`src/scadPkg.sv`:
```
package scadPkg;

  // SCAD, FE and SC share one width
  localparam int scadWidth = 10;

  // Full AR word
  localparam int arWidth = 36;

  // Microword magic number field
  localparam int magicWidth = 9;

  // SCAD function select
  // The encoding follows the CRAM SCAD field, so the adder
  // decodes carry-in and B complement straight from it
  typedef enum logic [2:0] {
    // A passed through
    scadPassA         = 3'd0,
    // A plus complement of B without carry in
    scadAMinusBMinus1 = 3'd1,
    scadAPlusB        = 3'd2,
    // A plus all ones
    scadAMinus1       = 3'd3,
    // Carry in only
    scadAPlus1        = 3'd4,
    // A plus complement of B with carry in
    scadAMinusB       = 3'd5,
    scadOr            = 3'd6,
    scadAnd           = 3'd7
  } scadOpE;

endpackage

```
`src/cramPkg.sv`:
```
package cramPkg;

  // SCAD A operand source gated separately by the A enable bit
  typedef enum logic [1:0] {
    aSelFe    = 2'd0,
    // Byte position from AR 0..5
    aSelArPos = 2'd1,
    // Magnitude of the AR exponent
    aSelArExp = 2'd2,
    aSelMagic = 2'd3
  } scadASelE;

  // SCAD B operand source
  typedef enum logic [1:0] {
    bSelSc       = 2'd0,
    // Byte size from AR 6..11
    bSelArSize   = 2'd1,
    // AR 0..8 taken as a signed value
    bSelArExpRaw = 2'd2,
    bSelMagic    = 2'd3
  } scadBSelE;

  // SC load source
  typedef enum logic [1:0] {
    scSelHold    = 2'd0,
    scSelFe      = 2'd1,
    scSelScad    = 2'd2,
    // Count field of AR right half
    scSelArCount = 2'd3
  } scSelE;

endpackage

```
`src/scdOperandMux.sv`:
```
`timescale 1ns/1ps

module scdOperandMux (
  input  logic [0:scadPkg::arWidth-1]    ar,
  input  logic [0:scadPkg::magicWidth-1] magic,
  input  logic [0:scadPkg::scadWidth-1]  fe,
  input  logic [0:scadPkg::scadWidth-1]  sc,
  input  cramPkg::scadASelE              scadASel,
  input  logic                           scadAEn,
  input  cramPkg::scadBSelE              scadBSel,
  output logic [0:scadPkg::scadWidth-1]  scadA,
  output logic [0:scadPkg::scadWidth-1]  scadB
);

  // Number of bits the sign is replicated into for a 9 bit field
  localparam int signPad = scadPkg::scadWidth - scadPkg::magicWidth;

  // Position and size fields are 6 bits wide
  localparam int byteFieldWidth = 6;
  localparam int bytePad = scadPkg::scadWidth - byteFieldWidth;

  // Exponent lives in AR 1..8
  localparam int expWidth = 8;
  localparam int expPad = scadPkg::scadWidth - expWidth;

  logic [0:scadPkg::scadWidth-1] arPos;
  logic [0:scadPkg::scadWidth-1] arSize;
  logic [0:scadPkg::scadWidth-1] arExp;
  logic [0:scadPkg::scadWidth-1] arExpRaw;
  logic [0:scadPkg::scadWidth-1] magicExt;
  logic [0:expWidth-1]           expMag;
  logic [0:scadPkg::scadWidth-1] aSelected;

  // Negative words keep the exponent complemented
  assign expMag = ar[1:expWidth] ^ {expWidth{ar[0]}};

  assign arExp = {{expPad{1'b0}}, expMag};

  // Byte pointer fields
  assign arPos  = {{bytePad{1'b0}}, ar[0:byteFieldWidth-1]};
  assign arSize = {{bytePad{1'b0}}, ar[byteFieldWidth:2*byteFieldWidth-1]};

  assign arExpRaw = {{signPad{ar[0]}}, ar[0:scadPkg::magicWidth-1]};

  assign magicExt = {{signPad{magic[0]}}, magic};

  always_comb begin
    case (scadASel)
      cramPkg::aSelFe: begin
        aSelected = fe;
      end
      cramPkg::aSelArPos: begin
        aSelected = arPos;
      end
      cramPkg::aSelArExp: begin
        aSelected = arExp;
      end
      default: begin
        aSelected = magicExt;
      end
    endcase
  end

  // A side is forced to zero when not enabled
  assign scadA = scadAEn ? aSelected : '0;

  always_comb begin
    case (scadBSel)
      cramPkg::bSelSc: begin
        scadB = sc;
      end
      cramPkg::bSelArSize: begin
        scadB = arSize;
      end
      cramPkg::bSelArExpRaw: begin
        scadB = arExpRaw;
      end
      default: begin
        scadB = magicExt;
      end
    endcase
  end

endmodule

```
`src/scadAlu.sv`:
```
`timescale 1ns/1ps

module scadAlu (
  input  logic                          clk,
  input  logic                          arstN,
  input  logic [0:scadPkg::scadWidth-1] scadA,
  input  logic [0:scadPkg::scadWidth-1] scadB,
  input  scadPkg::scadOpE               scadOp,
  output logic [0:scadPkg::scadWidth-1] scad,
  output logic                          scadZero,
  output logic                          scadSign
);

  logic [0:scadPkg::scadWidth-1] addend;
  logic                          carryIn;
  logic [0:scadPkg::scadWidth-1] carryVec;
  logic [0:scadPkg::scadWidth-1] sum;

  // Adder B input and carry in per function
  // Subtraction adds the complement of B and the carry in makes a true difference
  always_comb begin
    addend  = '0;
    carryIn = 1'b0;
    case (scadOp)
      scadPkg::scadAMinusBMinus1: begin
        addend = ~scadB;
      end
      scadPkg::scadAPlusB: begin
        addend = scadB;
      end
      scadPkg::scadAMinus1: begin
        addend = '1;
      end
      scadPkg::scadAPlus1: begin
        carryIn = 1'b1;
      end
      scadPkg::scadAMinusB: begin
        addend  = ~scadB;
        carryIn = 1'b1;
      end
      default: begin
        // Pass A and the boolean functions add nothing
        addend  = '0;
        carryIn = 1'b0;
      end
    endcase
  end

  assign carryVec = {{(scadPkg::scadWidth - 1){1'b0}}, carryIn};

  // Carry out of bit 0 is dropped so results wrap
  assign sum = scadA + addend + carryVec;

  always_comb begin
    case (scadOp)
      scadPkg::scadOr: begin
        scad = scadA | scadB;
      end
      scadPkg::scadAnd: begin
        scad = scadA & scadB;
      end
      default: begin
        scad = sum;
      end
    endcase
  end

  assign scadZero = scad == '0;
  assign scadSign = scad[0];

  // Microword function must be known every running cycle
  scadOpKnown: assert property (
    @(posedge clk) disable iff (!arstN)
    !$isunknown(scadOp)
  ) else $error("scadAlu: unknown SCAD function %b", scadOp);

endmodule

```
`src/scdRegisters.sv`:
```
`timescale 1ns/1ps

module scdRegisters (
  input  logic                          clk,
  input  logic                          arstN,
  input  logic [0:scadPkg::scadWidth-1] scad,
  input  logic [0:scadPkg::arWidth-1]   ar,
  input  logic                          feLoad,
  input  cramPkg::scSelE                scSel,
  output logic [0:scadPkg::scadWidth-1] fe,
  output logic [0:scadPkg::scadWidth-1] sc,
  output logic                          scIn36To63,
  output logic                          scAbove63
);

  // Count field sits in AR 28..35 with its sign from AR 18
  localparam int countLow = 28;
  localparam int countSign = 18;
  localparam int countPad = scadPkg::scadWidth - (scadPkg::arWidth - countLow);

  logic [0:scadPkg::scadWidth-1] arCount;
  logic [0:scadPkg::scadWidth-1] scNext;

  assign arCount = {{countPad{ar[countSign]}}, ar[countLow:scadPkg::arWidth-1]};

  always_comb begin
    case (scSel)
      cramPkg::scSelHold: begin
        scNext = sc;
      end
      cramPkg::scSelFe: begin
        scNext = fe;
      end
      cramPkg::scSelScad: begin
        scNext = scad;
      end
      default: begin
        scNext = arCount;
      end
    endcase
  end

  // Floating exponent register
  always_ff @(posedge clk or negedge arstN) begin
    if (!arstN) begin
      fe <= '0;
    end else if (feLoad) begin
      fe <= scad;
    end
  end

  // Shift counter
  always_ff @(posedge clk or negedge arstN) begin
    if (!arstN) begin
      sc <= '0;
    end else begin
      sc <= scNext;
    end
  end

  // Range decodes used by the shifter
  // Any of the upper four bits means above 63 or negative
  assign scAbove63  = |sc[0:3];
  assign scIn36To63 = sc[4] & |sc[5:7];

  // First edge after release sees the cleared registers
  resetClears: assert property (
    @(posedge clk) disable iff (!arstN)
    $rose(arstN) |-> (fe == '0) && (sc == '0)
  ) else $error("scdRegisters: FE or SC not clear after reset");

  // Idle microword leaves both registers alone
  idleHolds: assert property (
    @(posedge clk) disable iff (!arstN)
    (scSel == cramPkg::scSelHold) && !feLoad |=> $stable(sc) && $stable(fe)
  ) else $error("scdRegisters: FE or SC changed on an idle microword");

endmodule

```
`src/scd.sv`:
```
`timescale 1ns/1ps

module scd (
  input  logic                           clk,
  input  logic                           arstN,
  input  logic [0:scadPkg::arWidth-1]    ar,
  input  logic [0:scadPkg::magicWidth-1] magic,
  input  scadPkg::scadOpE                scadOp,
  input  cramPkg::scadASelE              scadASel,
  input  logic                           scadAEn,
  input  cramPkg::scadBSelE              scadBSel,
  input  logic                           feLoad,
  input  cramPkg::scSelE                 scSel,
  output logic [0:scadPkg::scadWidth-1]  scad,
  output logic                           scadZero,
  output logic                           scadSign,
  output logic [0:scadPkg::scadWidth-1]  fe,
  output logic [0:scadPkg::scadWidth-1]  sc,
  output logic                           scIn36To63,
  output logic                           scAbove63
);

  logic [0:scadPkg::scadWidth-1] scadA;
  logic [0:scadPkg::scadWidth-1] scadB;

  // Operand select from registers, AR and the microword
  scdOperandMux operandMux (
    .ar       (ar),
    .magic    (magic),
    .fe       (fe),
    .sc       (sc),
    .scadASel (scadASel),
    .scadAEn  (scadAEn),
    .scadBSel (scadBSel),
    .scadA    (scadA),
    .scadB    (scadB)
  );

  scadAlu alu (
    .clk      (clk),
    .arstN    (arstN),
    .scadA    (scadA),
    .scadB    (scadB),
    .scadOp   (scadOp),
    .scad     (scad),
    .scadZero (scadZero),
    .scadSign (scadSign)
  );

  // FE and SC close the loop back to the operand mux
  scdRegisters registers (
    .clk        (clk),
    .arstN      (arstN),
    .scad       (scad),
    .ar         (ar),
    .feLoad     (feLoad),
    .scSel      (scSel),
    .fe         (fe),
    .sc         (sc),
    .scIn36To63 (scIn36To63),
    .scAbove63  (scAbove63)
  );

endmodule

```
`config.mk`:
```
export PLATFORM = sky130hd
export DESIGN_NAME = scd
export DESIGN_NICKNAME = d
export VERILOG_FILES = /design/src/scadPkg.sv /design/src/cramPkg.sv /design/src/scdOperandMux.sv /design/src/scadAlu.sv /design/src/scdRegisters.sv /design/src/scd.sv
export SDC_FILE = /design/constraint.sdc
export NUM_CORES = 1
export LEC_CHECK = 0
export BUFFER_PORTS_ARGS = -buffer_cell sky130_fd_sc_hd__buf_2
export CAP_MARGIN = 20
export CORE_UTILIZATION = 40
export CTS_CLUSTER_DIAMETER = 80
export DETAILED_ROUTE_END_ITERATION = 16
export HOLD_SLACK_MARGIN = 0.05
export PLACE_DENSITY = 0.67
export SETUP_SLACK_MARGIN = 0.15
export SLEW_MARGIN = 10
export SYNTH_ARGS = -nofsm -noshare
export SYNTH_HDL_FRONTEND = slang
export SYNTH_SLANG_ARGS = --single-unit
export TNS_END_PERCENT = 50
```
`constraint.sdc`:
```
create_clock -name clk -period 19.95 [get_ports clk]
set_clock_uncertainty 0.05 [all_clocks]
set_input_delay 4.9875 -clock clk [delete_from_list [all_inputs] [get_ports clk]]
set_output_delay 4.9875 -clock clk [all_outputs]
set_load 0.02 [all_outputs]
```
**After elaboration in Yosys (flattened, before gate mapping)**

Index checks and enable logic that the tools add are counted.

- Output and inout bits: 34
- Memory bits (writable): 0
- Bits in latches: 0
- Bits in registers: 20
- Bits of input ports: 58
- Memories kept: 0
- Bits in read-only memories: 0

- Equality and inequality tests: 13
- $lt $le $gt $ge: 0
- Reduce and logical (&&, ||, !) cells: 8
- Bitwise gates (word level): 5
- $add $sub $neg: 2
- Muxes and demuxes: 7
- Shifts and indexed selects: 0
- Div/mod/pow operators: 0
- $mul: 0

Operators by type and width:

| kind | count |
|---|---|
| $pmux W10 S3 | 4 |
| $pmux W10 S2 | 1 |
| $eq A3 B3 Y1 const B | 4 |
| $add A10 B1 Y10 | 1 |
| $add A10 B10 Y10 | 1 |
| $and A10 B10 Y10 | 1 |
| $logic_not A10 Y1 | 1 |
| $mux W10 | 1 |
| $not A10 Y10 | 1 |
| $or A10 B10 Y10 | 1 |
| $xor A8 B8 Y8 | 1 |
| $eq A2 B1 Y1 const B | 3 |
| $eq A2 B2 Y1 const B | 3 |
| $eq A3 B2 Y1 const B | 2 |
| $logic_not A2 Y1 | 3 |
| $reduce_or A2 Y1 | 2 |
| $reduce_or A4 Y1 | 1 |
| $eq A3 B1 Y1 const B | 1 |
| $reduce_or A3 Y1 | 1 |
| $and A1 B1 Y1 | 1 |
| $mux W1 | 1 |

**Depth between registers and ports, before layout**

- Word-level depth: 8
- Gate-level depth with buffers: 14

**By module**

From an unflattened synthesis, not the netlist that was laid out.

- Cell total of the unflattened synthesis: 276
- Area total of the unflattened synthesis: 2566.2 um2

By module, submodules not included:

| module | instances | cells each | area each (um2) |
|---|---|---|---|
| scdRegisters | 1 | 84 | 1077.3 |
| scadAlu | 1 | 119 | 867.1 |
| scdOperandMux | 1 | 73 | 621.8 |

**Worst setup path before layout**

OpenSTA, ideal clock, no wires.

- Path kind: input to output
- From: in scadASel[1]
- To: out scadZero
- Buffers on the path: 1
- Path slack: 6384 ps
- Cell stages on the path: 11
- Arrival time: 8529 ps
- Path through: clkbuf_1 -> mux4_2 -> and2_1 -> fa_1 -> a211oi_1 -> o21ai_0 -> a41oi_1 -> mux2i_1 -> nand2_1 -> and4b_1 -> nor4_2

- Longest elaborated chain between the ends: 7

RTL lines:

| item | RTL line | RTL |
|---|---|---|
| start, declared | scd.sv:9 | `input cramPkg::scadASelE scadASel,` |
| $eq A2 B2 Y1, or another cell as far along | scdOperandMux.sv:48 | `case (scadASel)` |
| $pmux W10 S3 (*) | scdOperandMux.sv:48 |  |
| $mux W10 (*) | scdOperandMux.sv:65 | `assign scadA = scadAEn ? aSelected : '0;` |
| $add A10 B10 Y10 | scadAlu.sv:52 | `assign sum = scadA + addend + carryVec;` |
| $add A10 B1 Y10 | scadAlu.sv:52 |  |
| $pmux W10 S2 (*) | scadAlu.sv:55 | `case (scadOp)` |
| net scadSign | scd.sv:16 | `output logic scadSign,` |
| $logic_not A10 Y1 (*) | scadAlu.sv:68 | `assign scadZero = scad == '0;` |
| end, declared | scd.sv:15 | `output logic scadZero,` |

Mark *: on every way through the listed nets, which the timed path passes. The rest lies on a longest branch.

**Worst setup path after layout**

- From: in scadBSel[0]
- To: out scadZero

- Longest elaborated chain between the ends: 8

RTL lines:

| item | RTL line | RTL |
|---|---|---|
| start, declared | scd.sv:11 | `input cramPkg::scadBSelE scadBSel,` |
| $eq A2 B2 Y1, or another cell as far along | scdOperandMux.sv:68 | `case (scadBSel)` |
| $pmux W10 S3 (*) | scdOperandMux.sv:68 |  |
| $not A10 Y10 | scadAlu.sv:26, scadAlu.sv:38 |  |
| $pmux W10 S3 | scadAlu.sv:24 | `case (scadOp)` |
| $add A10 B10 Y10 | scadAlu.sv:52 |  |
| $add A10 B1 Y10 | scadAlu.sv:52 |  |
| $pmux W10 S2 (*) | scadAlu.sv:55 |  |
| $logic_not A10 Y1 (*) | scadAlu.sv:68 |  |

Every way passes the cells marked *; elsewhere a longest branch is shown, timed or not.

==> metrics.cfg <==
[outcome]
status=complete, no violations

[worst_setup_path]
cp_max_fo=10
path_class=in2out
cp_top_family=compound AO/OA/AOI/OAI gates
cp_cell_sequence=buf_2, mux4_2, o21ai_0, a21oi_1, fa_1, a211oi_1, o21ai_0, a41oi_1, nand3b_1, o311ai_0, and4b_1, nor4_2, buf_2
critPathBufInv=2
arrival_ps=9090
critPathLaunchType=input port
end_kind=output pin
r2r-end=registers.sc[0]
max_stage_delay_ps=630
r2r.worst_path.cells=11
critical-path-slowest-cell=a41oi_1
cp.required_ps=14910
r2r_slack_ps=15700
r2r-start=registers.sc[9]

[synth]
yosysTopAreaCell=dfrtp_1
synthDistinctLibCells=63
ys_async_sr_fraction_pct=100
yosysMostFrequentCell=nor2_1
synth.area.top_cells=dfrtp_1 (20%), mux4_2 (8.2%), ha_1 (5.6%)
synth_cells=293
synth-seq-cells=20
ys_seq_area_share_pct=20.2
ys.flop_type=dfrtp_1
syn_nets=364
synth_edf_count=0
syn_avg_cell_area_um2=8.46
yosys-top-cells-count=nor2_1 (34), nand2_1 (29), a21oi_1 (23)
synth_top_cell_area_share_pct=20.2
ys.warnings.count=0
synth_area_um2=2480

[die]
start_util_pct=41.6
row_count=28
die-width_um=80.7
die_h_um=80.7
io_pins=92
coreArea_um2=5960
die-area_um2=6510

[cts]
clock_latency_ps=250
cts_resized=0
holdBufCountCts=0
root_buffer=clkbuf_8
clockBufferDepth=2
tritoncts=done
clock-sinks=20
cts_buffers=3
clk_pin_slew_ps=70
cts_setup_buffers=0
h-tree-depth=1

[timing]
fin_crit_sh_pct=70.8
setup_violations=0
worstMarginPinSlew_ps=659
period_minus_slack_ps=14120
worst_slack_ps=5830
drv_slew=0
slew_headroom_pct=55.5
setup_tns_ps=0
holdWs_ps=506
maxClockFrequency_mhz=70.8
rsz0062_at_grt=no
hold_viol_final=0

[hold_path]
whs_endpoint=registers.sc[9]
hp-class=reg2reg
hold_start=registers.sc[9]
hold_depth=2

[cells_and_area]
fin_area_um2=2880
diodes=0
area_growth_pct=16.2
fin_util_pct=48.3
n_fill_cell=596
nets=426
drive_gt1_share_pct=31.2

[placement]
pre_cts_slack_ps=5860
hpwl_um=5740
place_congestion=0.854
placed_area_um2=2840
port_buffers=76

[global_routing]
antenna_found_initial=0
grt_max_degree=22
grt-ovfl-total=0
track_usage_pct=22.7
grt_first_pass_wirelength_um=11500
grt_pass1_vias=2368

[drt]
drtIter0Drc=165
wl_per_cell_um=16.3
dr.pass1.iters=4
routed_wl_um=6960
antenna_left=0
drc_errors=0
via_per_inst=5.78
dr_total_vias=2473

[power]
p_per_area_nw_per_um2=75.4
ir_worst_vdd_mv=0.0671
p_leak_nw=1.33

[job]
cap_viol_max_count=0

logic make-up (layout without fill, tap and decap cells):
family | Yosys count | in the layout | synth area share [%]
fa+ha+maj | 19 | 19 | 9.70
xor+xnor | 13 | 13 | 4.60
simple gates | 102 | 102 | 20.4
buf+inv | 33 | 93 | 6.77
flops | 20 | 20 | 20.2
compound gates | 79 | 79 | 21.2
mux | 27 | 27 | 17.2
where the power goes:
part           switching, W  internal, W
Combinational     0.0000766    0.0000522
Sequential        0.0000121    0.0000508
Clock             0.0000120    0.0000134
worst max-delay path by stage:
stage / start / endpoint / depth (start not counted)
floorplan: scadASel[1] / scadZero / 11
global placement: scadBSel[0] / scadZero / 13
detailed placement: scadBSel[0] / scadZero / 13
CTS: scadBSel[0] / scadZero / 13
global route: scadBSel[0] / scadZero / 13
finish: scadBSel[0] / scadZero / 13
flip-flops by register name, indices dropped and copies added, names as in the netlist:
name and count:
registers.fe 10, registers.sc 10
placed cells by master, fill, tap and decap left out, drive strengths merged, types with 3 or more instances in the layout:
master / n
a211oi: 6
a21oi: 23
a221oi: 3
and2: 7
buf: 76
clkbuf: 3
dfrtp: 20
ha: 11
inv: 14
maj3: 6
mux2: 9
mux2i: 7
mux4: 11
nand2: 30
nand2b: 5
nand3b: 4
nor2: 34
nor2b: 4
nor3: 3
o21ai: 15
o31ai: 6
or4: 3
xnor2: 7
xor2: 6
worst min-delay path: stages (launching register included):
cell     delay [ps]
dfrtp_1         400
nand2_1          70
o31ai_1          60
metal layers:
metal	vias to the layer above	wire length [µm]	track usage, %
met5	-	0	0
met4	0	87	5.00
met3	6	349	1.02
met2	75	3390	39.4
met1	1188	3130	31.0
li1	1204	-	-
stage by stage:
stage	cells	total power, W
floorplan	293	0.000151
global placement	425	0.000190
detailed placement	425	0.000192
CTS	428	0.000218
global route	428	0.000233
finish	428	0.000217
area by class of cell:
class / count / area [µm²] / area share [%]
Multi-Input combinational cell: 240 / 1810 / 62.9
Sequential cell: 20 / 500 / 17.4
Inverter: 14 / 52.6 / 1.83
Timing Repair Buffer: 76 / 380 / 13.2
Tap cell: 75 / 93.8 / 3.26
Clock buffer: 3 / 41.3 / 1.43
Note: power is estimated with default switching activity, not from simulation.
